===== src/chess_pkg.sv =====
package chess_pkg;

   typedef logic [3:0] piece_t;          // kind in [2:0], black in [3]
   typedef logic [255:0] board_t;        // square n at bits 4n+3 down to 4n
   typedef logic [5:0] square_t;         // row * 8 + column
   typedef logic signed [4:0] coord_t;   // room to step off the board

   typedef enum logic [2:0] {
      KIND_EMPTY  = 3'd0,
      KIND_PAWN   = 3'd1,
      KIND_KNIGHT = 3'd2,
      KIND_BISHOP = 3'd3,
      KIND_ROOK   = 3'd4,
      KIND_QUEEN  = 3'd5,
      KIND_KING   = 3'd6
   } kind_e;

   localparam int BLACK_BIT = 3;
   localparam coord_t PAWN_START_WHITE = 5'sd1;
   localparam coord_t PAWN_START_BLACK = 5'sd6;

   // rook steps in 0..3, bishop steps in 4..7
   localparam coord_t DIR_ROW [8] = '{5'sd0, 5'sd0, 5'sd1, -5'sd1, 5'sd1, 5'sd1, -5'sd1, -5'sd1};
   localparam coord_t DIR_COL [8] = '{5'sd1, -5'sd1, 5'sd0, 5'sd0, 5'sd1, -5'sd1, 5'sd1, -5'sd1};
   localparam coord_t KNIGHT_ROW [8] = '{5'sd2, 5'sd1, -5'sd1, -5'sd2,
                                         -5'sd2, -5'sd1, 5'sd1, 5'sd2};
   localparam coord_t KNIGHT_COL [8] = '{5'sd1, 5'sd2, 5'sd2, 5'sd1,
                                         -5'sd1, -5'sd2, -5'sd2, -5'sd1};

   function automatic kind_e kind_of(piece_t p);
      return kind_e'(p[2:0]);
   endfunction

   function automatic logic is_own(piece_t p, logic white);
      return p[2:0] != 3'd0 && p[BLACK_BIT] == !white;
   endfunction

   function automatic logic is_opp(piece_t p, logic white);
      return p[2:0] != 3'd0 && p[BLACK_BIT] == white;
   endfunction

   function automatic logic on_board(coord_t r, coord_t c);
      return r >= 0 && r <= 7 && c >= 0 && c <= 7;
   endfunction

   function automatic square_t to_square(coord_t r, coord_t c);
      return {r[2:0], c[2:0]};
   endfunction

   function automatic coord_t row_of(square_t s);
      return coord_t'({2'b00, s[5:3]});
   endfunction

   function automatic coord_t col_of(square_t s);
      return coord_t'({2'b00, s[2:0]});
   endfunction

   function automatic piece_t piece_at(board_t b, square_t s);
      return b[{s, 2'b00} +: 4];
   endfunction

   // board after the piece on src moves onto dst and replaces what stood there
   function automatic board_t move_piece(board_t b, square_t src, square_t dst);
      board_t nb;
      nb = b;
      nb[{dst, 2'b00} +: 4] = b[{src, 2'b00} +: 4];
      nb[{src, 2'b00} +: 4] = 4'd0;
      return nb;
   endfunction

endpackage


===== src/movegen_pkg.sv =====
package movegen_pkg;

   localparam int MAX_MOVES = 256;     // depth of the move RAM
   localparam int IDX_BITS = $clog2(MAX_MOVES);

   typedef logic [IDX_BITS-1:0] move_idx_t;
   typedef logic [IDX_BITS:0] move_cnt_t;   // reaches MAX_MOVES when full

   typedef struct packed {
      chess_pkg::board_t board;          // position after the move
      logic capture;
   } move_entry_t;

endpackage


===== src/move_if.sv =====
`timescale 1ns/1ps

// candidate move stream from one generator into the store
interface move_if;

   logic valid;
   movegen_pkg::move_entry_t entry;
   logic ready;
   logic done;                          // scan over and nothing pending

   modport source (
      output valid,
      output entry,
      output done,
      input  ready
   );

   modport sink (
      input  valid,
      input  entry,
      input  done,
      output ready
   );

endinterface


===== src/stepper_gen.sv =====
`timescale 1ns/1ps

module stepper_gen (
   input  logic              clk,
   input  logic              reset,
   input  logic              start,
   input  chess_pkg::board_t board_in,
   input  logic              white_to_move,
   move_if.source            out
);

   typedef enum logic [2:0] {ST_IDLE, ST_SCAN, ST_STEP, ST_PAWN, ST_FINISHED} state_e;

   state_e             state;
   chess_pkg::board_t  board;
   logic               white;
   chess_pkg::square_t sq;
   logic [2:0]         idx;

   chess_pkg::piece_t  cur_piece;
   chess_pkg::kind_e   cur_kind;
   logic               cur_own;
   logic [2:0]         idx_last;
   chess_pkg::coord_t  adv;
   chess_pkg::coord_t  start_row;
   chess_pkg::coord_t  tgt_row;
   chess_pkg::coord_t  tgt_col;
   chess_pkg::square_t tgt_sq;
   chess_pkg::piece_t  tgt_piece;
   chess_pkg::piece_t  fwd1_piece;
   logic               tgt_on;
   logic               keep;

   assign cur_piece = chess_pkg::piece_at(board, sq);
   assign cur_kind = chess_pkg::kind_of(cur_piece);
   assign cur_own = chess_pkg::is_own(cur_piece, white);
   assign idx_last = (state == ST_PAWN) ? 3'd3 : 3'd7;
   assign adv = white ? 5'sd1 : -5'sd1;
   assign start_row = white ? chess_pkg::PAWN_START_WHITE : chess_pkg::PAWN_START_BLACK;

   // pawn idx 0 steps once, 1 twice, 2 and 3 take the diagonals
   always_comb
   begin
      tgt_row = chess_pkg::row_of(sq);
      tgt_col = chess_pkg::col_of(sq);
      if (state == ST_PAWN)
      begin
         tgt_row = chess_pkg::row_of(sq) + ((idx == 3'd1) ? adv + adv : adv);
         if (idx == 3'd2)
            tgt_col = chess_pkg::col_of(sq) - 5'sd1;
         else if (idx == 3'd3)
            tgt_col = chess_pkg::col_of(sq) + 5'sd1;
      end
      else if (cur_kind == chess_pkg::KIND_KNIGHT)
      begin
         tgt_row = chess_pkg::row_of(sq) + chess_pkg::KNIGHT_ROW[idx];
         tgt_col = chess_pkg::col_of(sq) + chess_pkg::KNIGHT_COL[idx];
      end
      else
      begin
         tgt_row = chess_pkg::row_of(sq) + chess_pkg::DIR_ROW[idx];   // king
         tgt_col = chess_pkg::col_of(sq) + chess_pkg::DIR_COL[idx];
      end
   end

   assign tgt_sq = chess_pkg::to_square(tgt_row, tgt_col);
   assign tgt_piece = chess_pkg::piece_at(board, tgt_sq);
   assign tgt_on = chess_pkg::on_board(tgt_row, tgt_col);
   assign fwd1_piece = chess_pkg::piece_at(board,
                          chess_pkg::to_square(chess_pkg::row_of(sq) + adv, chess_pkg::col_of(sq)));

   always_comb
   begin
      keep = 1'b0;
      if (state == ST_STEP)
         keep = tgt_on && !chess_pkg::is_own(tgt_piece, white);
      else if (state == ST_PAWN)
      begin
         case (idx)
            3'd0: keep = tgt_on && chess_pkg::kind_of(tgt_piece) == chess_pkg::KIND_EMPTY;
            3'd1: keep = chess_pkg::row_of(sq) == start_row &&
                         chess_pkg::kind_of(fwd1_piece) == chess_pkg::KIND_EMPTY &&
                         chess_pkg::kind_of(tgt_piece) == chess_pkg::KIND_EMPTY;
            default: keep = tgt_on && chess_pkg::is_opp(tgt_piece, white);
         endcase
      end
   end

   always_ff @(posedge clk)
   begin
      if (reset)
      begin
         state <= ST_IDLE;
         out.valid <= 1'b0;
         out.done <= 1'b0;
      end
      else if (start)
      begin
         board <= board_in;
         white <= white_to_move;
         sq <= '0;
         out.valid <= 1'b0;
         out.done <= 1'b0;
         state <= ST_SCAN;
      end
      else
      begin
         if (out.valid && out.ready)
            out.valid <= 1'b0;
         case (state)
            ST_SCAN:
            begin
               idx <= 3'd0;
               if (cur_own && (cur_kind == chess_pkg::KIND_KNIGHT ||
                               cur_kind == chess_pkg::KIND_KING))
                  state <= ST_STEP;
               else if (cur_own && cur_kind == chess_pkg::KIND_PAWN)
                  state <= ST_PAWN;
               else if (sq == 6'd63)
                  state <= ST_FINISHED;
               else
                  sq <= sq + 1'b1;
            end
            ST_STEP, ST_PAWN:
            if (!out.valid || out.ready)
            begin
               if (keep)
               begin
                  out.valid <= 1'b1;
                  out.entry.board <= chess_pkg::move_piece(board, sq, tgt_sq);
                  out.entry.capture <= chess_pkg::is_opp(tgt_piece, white);
               end
               if (idx == idx_last)
               begin
                  if (sq == 6'd63)
                     state <= ST_FINISHED;
                  else
                  begin
                     sq <= sq + 1'b1;
                     state <= ST_SCAN;
                  end
               end
               else
                  idx <= idx + 1'b1;
            end
            ST_FINISHED:
            if (!out.valid)
               out.done <= 1'b1;
            default: ;   // idle until start
         endcase
      end
   end

   a_target_on_board: assert property (@(posedge clk) disable iff (reset)
      keep |-> tgt_on);

endmodule


===== src/flat_wrapper.sv =====
// flat-port wrapper written by rule: the top's interface ports become plain ports
module stepper_gen_flat 
  (clk, reset, start, board_in, white_to_move, out_valid, out_entry, out_done, out_ready);
  move_if out_i ();
  input  logic clk;
  input  logic reset;
  input  logic start;
  input  chess_pkg::board_t board_in;
  input  logic white_to_move;
  output wire logic [$bits(out_i.valid)-1:0] out_valid;
  output wire logic [$bits(out_i.entry)-1:0] out_entry;
  output wire logic [$bits(out_i.done)-1:0] out_done;
  input wire logic [$bits(out_i.ready)-1:0] out_ready;
  assign out_valid = out_i.valid;
  assign out_entry = out_i.entry;
  assign out_done = out_i.done;
  assign out_i.ready = out_ready;
  stepper_gen u_core (.clk(clk), .reset(reset), .start(start), .board_in(board_in), .white_to_move(white_to_move), .out(out_i));
endmodule

===== config.mk =====
export PLATFORM = sky130hd
export DESIGN_NAME = stepper_gen_flat
export DESIGN_NICKNAME = d
export VERILOG_FILES = /design/src/chess_pkg.sv /design/src/movegen_pkg.sv /design/src/move_if.sv /design/src/stepper_gen.sv /design/src/flat_wrapper.sv
export SDC_FILE = /design/constraint.sdc
export NUM_CORES = 1
export LEC_CHECK = 0
export BUFFER_PORTS_ARGS = -buffer_cell sky130_fd_sc_hd__buf_2
export CAP_MARGIN = 30
export CELL_PAD_IN_SITES_DETAIL_PLACEMENT = 0
export CELL_PAD_IN_SITES_GLOBAL_PLACEMENT = 2
export CORE_ASPECT_RATIO = 0.6
export CORE_MARGIN = 2
export CORE_UTILIZATION = 37
export CTS_CLUSTER_SIZE = 16
export DETAILED_ROUTE_END_ITERATION = 12
export MAX_ROUTING_LAYER = met4
export PLACE_DENSITY_LB_ADDON = 0.3
export SLEW_MARGIN = 10
export SYNTH_ARGS = -nofsm -noshare
export SYNTH_HDL_FRONTEND = slang
export SYNTH_SLANG_ARGS = --single-unit

===== constraint.sdc =====
create_clock -name clk -period 17.7 [get_ports clk]
set_input_delay 3.54 -clock clk [delete_from_list [all_inputs] [get_ports clk]]
set_output_delay 3.54 -clock clk [all_outputs]
set_load 0.01 [all_outputs]

==> results of run 1 <==
[per-stage QoR]
step	setup WS (ns)	total power, mW	cells	util (%)	hold WS, ns
global placement	7.52	2.37	3455	42.6	0.480
global route	6.97	3.59	3566	45.3	0.524
finish	7.44	3.50	3567	45.3	0.487
floorplan	1.43	1.97	2094	-	0.509
detailed placement	7.20	2.37	3458	42.7	0.490
CTS	7.20	3.47	3552	45.0	0.504
[critical path, delay by kind of cell (launching register included)]
kind            cells  cell delay, ns
simple gates        7            1.60
mux                 1            0.53
flops               1            0.50
fa+ha+maj           1            0.41
compound gates     10            2.91
xor+xnor            1            0.38
buf+inv             8            3.25
[final timing paths]
path,start,endpoint,slack (ns),cells past startpoint
max,u_core.sq[0],u_core.out.entry[172],7.44,28
min,u_core.out.done,u_core.out.done,0.49,1
max reg2reg,u_core.sq[0],u_core.out.entry[172],7.44,28
min reg2reg,u_core.out.done,u_core.out.done,0.49,1
[sequential cells by signal, summed over array words and instances (netlist names)]
signal / count
u_core.board: 256
u_core.idx: 3
u_core.out.done: 1
u_core.out.entry: 257
u_core.out.valid: 1
u_core.sq: 6
u_core.state: 3
u_core.white: 1
[per-layer routing]
layer | part of all wire (%) | up-vias
li1 | - | 9066
met1 | 45 | 11020
met2 | 41 | 1534
met3 | 13 | 154
met4 | 1.7 | 0
met5 | 0 | -
[logic make-up after synthesis]
family | after synthesis
buffers and inverters | 155
AO/OA/AOI/OAI | 443
multiplexers | 293
flip-flops | 528
adder cells (fa/ha/maj) | 30
XOR/XNOR | 14
AND/OR/NAND/NOR | 631
[power by group through the flow]
stage	clock network [mW]	logic, mW	registers (mW)
6_report	1.10	0.872	1.52
3_3_place_gp	0	0.821	1.55
3_5_place_dp	0	0.822	1.54
5_1_grt	1.17	0.901	1.52
4_1_cts	1.12	0.826	1.52
2_1_floorplan	0	0.478	1.49
[cell type report]
type / count / area, um^2 / share of cell area, %
Inverter: 29 / 110 / 0.346
Sequential cell: 528 / 15800 / 49.7
Multi-Input combinational cell: 1411 / 9900 / 31.1
Clock inverter: 35 / 292 / 0.917
Clock buffer: 59 / 1370 / 4.31
Tap cell: 924 / 1160 / 3.64
Timing Repair Buffer: 576 / 3160 / 9.92
Antenna cell: 5 / 12.5 / 0.0393
[layout by cell type, fill, tap and decap left out, types with 9 or more instances in the layout]
| cell type | n |
|---|---|
| a2111oi_0 | 19 |
| a211oi_1 | 25 |
| a21oi_1 | 207 |
| a221oi_1 | 10 |
| and2_1 | 13 |
| and3_1 | 20 |
| buf_2 | 521 |
| buf_4 | 45 |
| clkbuf_16 | 54 |
| clkinv_1 | 14 |
| edfxtp_1 | 523 |
| ha_1 | 27 |
| inv_1 | 26 |
| mux2_2 | 9 |
| mux2i_1 | 224 |
| mux4_2 | 57 |
| nand2_1 | 163 |
| nand3_1 | 33 |
| nor2_1 | 258 |
| nor2b_1 | 10 |
| nor3_1 | 62 |
| nor4_1 | 12 |
| o21ai_0 | 79 |
| or4_1 | 11 |
| xnor2_1 | 10 |
==> metrics.md, run 1 <==
| Metric | Value |
|---|---|
| Outcome | complete, no violations |
| Post-synthesis adder-cell area fraction | 1.51% |
| Area after DPL | 29900 um^2 |
| GR Util met2 | 43.7% |
| MaxCap Viol Count | 0 |
| Gate count after technology mapping | 2094 |
| Skew final | 0.0207 ns |
| Hold Crit Class | reg2reg |
| Layout cells sized above 1 | 28.9% |
| DRC viols | 0 |
| Top-count cell post-synth | edfxtp_1 |
| Design internal power | 2.29 mW |
| Worst vdd ir | 0.0638 mV |
| Biggest area consumer among synthesized cells | edfxtp_1 |
| Port bufs | 519 |
| Fmax | 97.4 MHz |
| Worst slew margin | 25.4% |
| Flops & latches, synth | 528 |
| Number of global-route vias before repair | 20486 |
| Area growth syn-to-layout | 20.7% |
| Ys flop type | edfxtp_1 |
| CTS tree | done |
| Final TNS setup | 0 ns |
| Post-synthesis mux area share | 13.9% |
| Initial DRC Count | 2912 |
| Avg WL per Cell | 33.7 um |
| Top post-synthesis cells by count | edfxtp_1, nor2_1, mux2i_1 |
| Synthesized area | 26400 um^2 |
| Yosys warns | 0 |
| Post_cts resized | 0 |
| Clock sinks | 528 |
| Die W | 349 um |
| Number of synthesized flops with an enable pin | 523 |
| First-pass GRT wire length | 162 mm |
| Inserted Clock Buffers | 52 |
| Setup violators final | 0 |
| Die height | 211 um |
| Final instance area | 31800 um^2 |
| Gate power share | 24.9% |
| Arr. time, crit path | 10.50 ns |
| Synth Area in Compound Gates | 10.6% |
| Least-Margin Pin Slew | 1.11 ns |
| Period utilization | 58.0% |
| CTS clk-pin slew, worst paths | 0.06 ns |
| Nature of the critical path endpoint | flip-flop |
| Synth area leaders | edfxtp_1, mux2i_1, mux4_2 |
| Most used cell along the critical path | buf_4 |
| Worst Setup Start Kind | flip-flop |
| Critical Setup Path Class | reg2reg |
| Placer Congestion | 1.02 |
| Clock share of power | 31.5% |
| Min Tclk post-route | 10.26 ns |
| Net Sw Power | 1.21 mW |
| Met3 Usage GRT | 11.3% |
| Drt pass-1 iters | 9 |
| GRT Util Overall | 32.8% |
| LEAKAGE | 11.3 nW |
| Synth cell types | 82 |
| Crit path max fanout | 70 |
| Syn_nets | 2385 |
| Synth Area in Simple Gates | 10.8% |
| Avg Cell Area, Syn | 12.6 um^2 |
| Routed wire length | 120 mm |
| Initial core utilization | 37.5% |
| Cts hold-fix bufs | 0 |
| Post-synthesis sequential area ratio | 60.0% |
| Clk root buf | clkbuf_16 |
| Met1 GRT Util | 48.2% |
| Slew Limit Fails | 0 |
| H-Tree Depth | 2 |
| RSZ-0062 raised after global routing | no |
| Nets | 2889 |
| Post-CTS setup repair buffer count | 0 |
| Pwr per Cell Area | 110 nW/um^2 |
| Seq pwr share | 43.5% |
| CP peak stage delay | 0.80 ns |
| Initial antenna violation count | 4 |
| GRT busiest layer | met1 |
| Clock Path Buffers | 3 |
| Count of final hold-check violations | 0 |
| Avg Vias per Cell | 6.10 |
| XOR/XNOR share of the synthesized area | 0.465% |
| Placeable Area | 70200 um^2 |
| Top-area cell type share of the netlist area | 59.6% |
| Grt total ovfl | 0 |
| CP Data Required Time | 17.94 ns |
| Final antenna-violating net count | 0 |
| Io pins | 520 |
| Largest net degree at the start of global routing | 80 |
| Switching part of the total | 34.6% |
| Largest family of logic cells by synthesized area | multiplexers |
| Detailed Place HPWL | 92.4 mm |
| Slowest CP cell | buf_4 |
| Row Count | 75 |
| Via count | 21774 |
| Die area | 73400 um^2 |
| Fillers | 6534 |
| Async SR Flop Fraction | 0% |
| Clock Latency Late Sink | 0.63 ns |
(Power assumes the default switching activity.)
==> run 2, diff against run 1 <==
--- a/config.mk
+++ b/config.mk
@@ -11,7 +11,7 @@
 export CELL_PAD_IN_SITES_GLOBAL_PLACEMENT = 2
 export CORE_ASPECT_RATIO = 0.6
 export CORE_MARGIN = 2
-export CORE_UTILIZATION = 37
+export CORE_UTILIZATION = 34
 export CTS_CLUSTER_SIZE = 16
 export DETAILED_ROUTE_END_ITERATION = 12
 export MAX_ROUTING_LAYER = met4
==> constraint.sdc (replaced) <==
create_clock -name clk -period 8.45 [get_ports clk]
set_input_delay 1.69 -clock clk [delete_from_list [all_inputs] [get_ports clk]]
set_output_delay 1.69 -clock clk [all_outputs]
set_load 0.01 [all_outputs]
==> run 2 against run 1 <==
Compared with the run above: core utilization down 3.4 points; worst hold slack worse by 0.015 ns; global-route usage fell by 2.7 points; sequential power up 110%; flip-flop and latch count unchanged.
==> metrics.md, run 2 (synthesis gave the netlist of run 1 again) <==
| Metric | Value |
|---|---|
| Avg WL per Cell | 32.3 um |
| Outcome | complete, no violations |
| Period utilization | 97.6% |
| Biggest regs | u_core.out.entry: 257 flops, u_core.board: 256 flops, u_core.sq: 6 flops |
| Post-Layout Cell Count | 3688 |
| Via count | 21593 |
| Pwr per Cell Area | 226 nW/um^2 |
| Slack of the critical path | 0.204 ns |
| DRC viols | 0 |
| Largest net degree at the start of global routing | 158 |
| CP peak stage delay | 0.72 ns |
| Routed wire length | 119 mm |
| Count of final hold-check violations | 0 |
| Max FFs per register | 257 |
| Most used cell along the critical path | buf_12 |
| Slowest CP cell | a2111oi_2 |
| Port bufs | 519 |
| RSZ-0062 raised after global routing | no |
| Layout cells sized above 1 | 30.5% |
| Final instance area | 32300 um^2 |
| Crit path max fanout | 44 |
| Fillers | 7322 |
| Drt pass-1 iters | 8 |
| Slew Limit Fails | 0 |
| Clk root buf | clkbuf_16 |
| MaxCap Viol Count | 0 |
| Internal reg-to-reg setup slack | 0.20 ns |
| Skew final | 0.0370 ns |
| Setup violators final | 0 |
| Most common cell after layout, fill and taps aside | edfxtp_1 |
| Number of global-route vias before repair | 20504 |
| Tot Pwr | 7.29 mW |
| Hold Crit Class | reg2reg |
| Largest register by flop count | u_core.out.entry |
| First-pass GRT wire length | 161 mm |
| Worst Setup Start Kind | flip-flop |
| Critical Setup Path Class | reg2reg |
| Io pins | 520 |
| Most frequent cells in the layout | edfxtp_1, buf_2, nor2_1 |
| CP Data Required Time | 8.76 ns |
| Clock Latency Late Sink | 0.64 ns |
| Die W | 363 um |
| LEAKAGE | 11.5 nW |
| Least-Margin Pin Slew | 1.14 ns |
| Initial antenna violation count | 15 |
| CTS clk-pin slew, worst paths | 0.06 ns |
| Nets | 2928 |
| Worst vdd ir | 0.126 mV |
| Grt total ovfl | 0 |
| Die height | 220 um |
| Inserted Clock Buffers | 51 |
| Delay-heaviest family, CP | compound AO/OA/AOI/OAI gates |
| Dpl ws | -0.0436 ns |
| Area growth syn-to-layout | 22.6% |
| Core Util, Final | 41.9% |
| Worst slew margin | 24.3% |
| Row Count | 79 |
| H-Tree Depth | 2 |
| Nature of the critical path endpoint | flip-flop |
| Clock Path Buffers | 3 |
| Inst Count DP | 3589 |
| Initial DRC Count | 2844 |
| GRT Util Overall | 30.1% |
| Detailed Place HPWL | 92.7 mm |
| Arr. time, crit path | 8.55 ns |
| Clock sinks | 528 |
| Placer Congestion | 0.986 |
| Final antenna-violating net count | 0 |
| Fmax | 121 MHz |
| Die area | 79800 um^2 |
| Avg Vias per Cell | 5.85 |
| Area after DPL | 30600 um^2 |
| Bufs and invs on worst path | 6 |
| Min Tclk post-route | 8.25 ns |
| Initial core utilization | 34.2% |
| CTS tree | done |
| Placeable Area | 77100 um^2 |
-- run 2: layout make-up --
type                       instances  area [um^2]  area share (%)
antenna                            2         5.00          0.0155
clock buffer                      61         1340            4.13
multi-input combinational       1411         9990            30.9
timing repair buffer             616         3560            11.0
tap                             1012         1270            3.92
clock inverter                    29          249           0.770
inverter                          29          110           0.341
sequential                       528        15800            48.9
-- run 2: final timing paths --
path              startpoint                    end  cells past startpoint
max             u_core.sq[0]  u_core.out.entry[251]                     25
min          u_core.out.done        u_core.out.done                      1
max reg2reg     u_core.sq[0]  u_core.out.entry[251]                     25
min reg2reg  u_core.out.done        u_core.out.done                      1
-- run 2: repair_timing --
item	in CTS	in global routing
gates resized for setup	1	0
buffers inserted	0	4
hold buffers	0	0
setup endpoints to repair	194	230
-- run 2: routing by layer --
| layer | track usage [%] | part of all wire [%] | vias up | routed length, um |
|---|---|---|---|---|
| li1 | - | - | 9153 | - |
| met1 | 45.1 | 46 | 10977 | 55100 |
| met2 | 41.3 | 42 | 1308 | 49600 |
| met3 | 7.03 | 11 | 155 | 12600 |
| met4 | 5.63 | 1.6 | 0 | 1940 |
| met5 | - | 0 | - | 0 |
-- run 2: power by group --
part           internal (mW)  switching (mW)  total, mW
Clock                   1.22            1.01       2.23
Combinational          0.561            1.34       1.90
Sequential              3.01           0.153       3.17
-- run 2: metrics by stage --
step	setup TNS (ns)	hold slack, ns
global placement	-59.73	0.456
detailed placement	-1.80	0.463
global route	0	0.483
finish	0	0.472
floorplan	-909.09	0.509
CTS	0	0.478
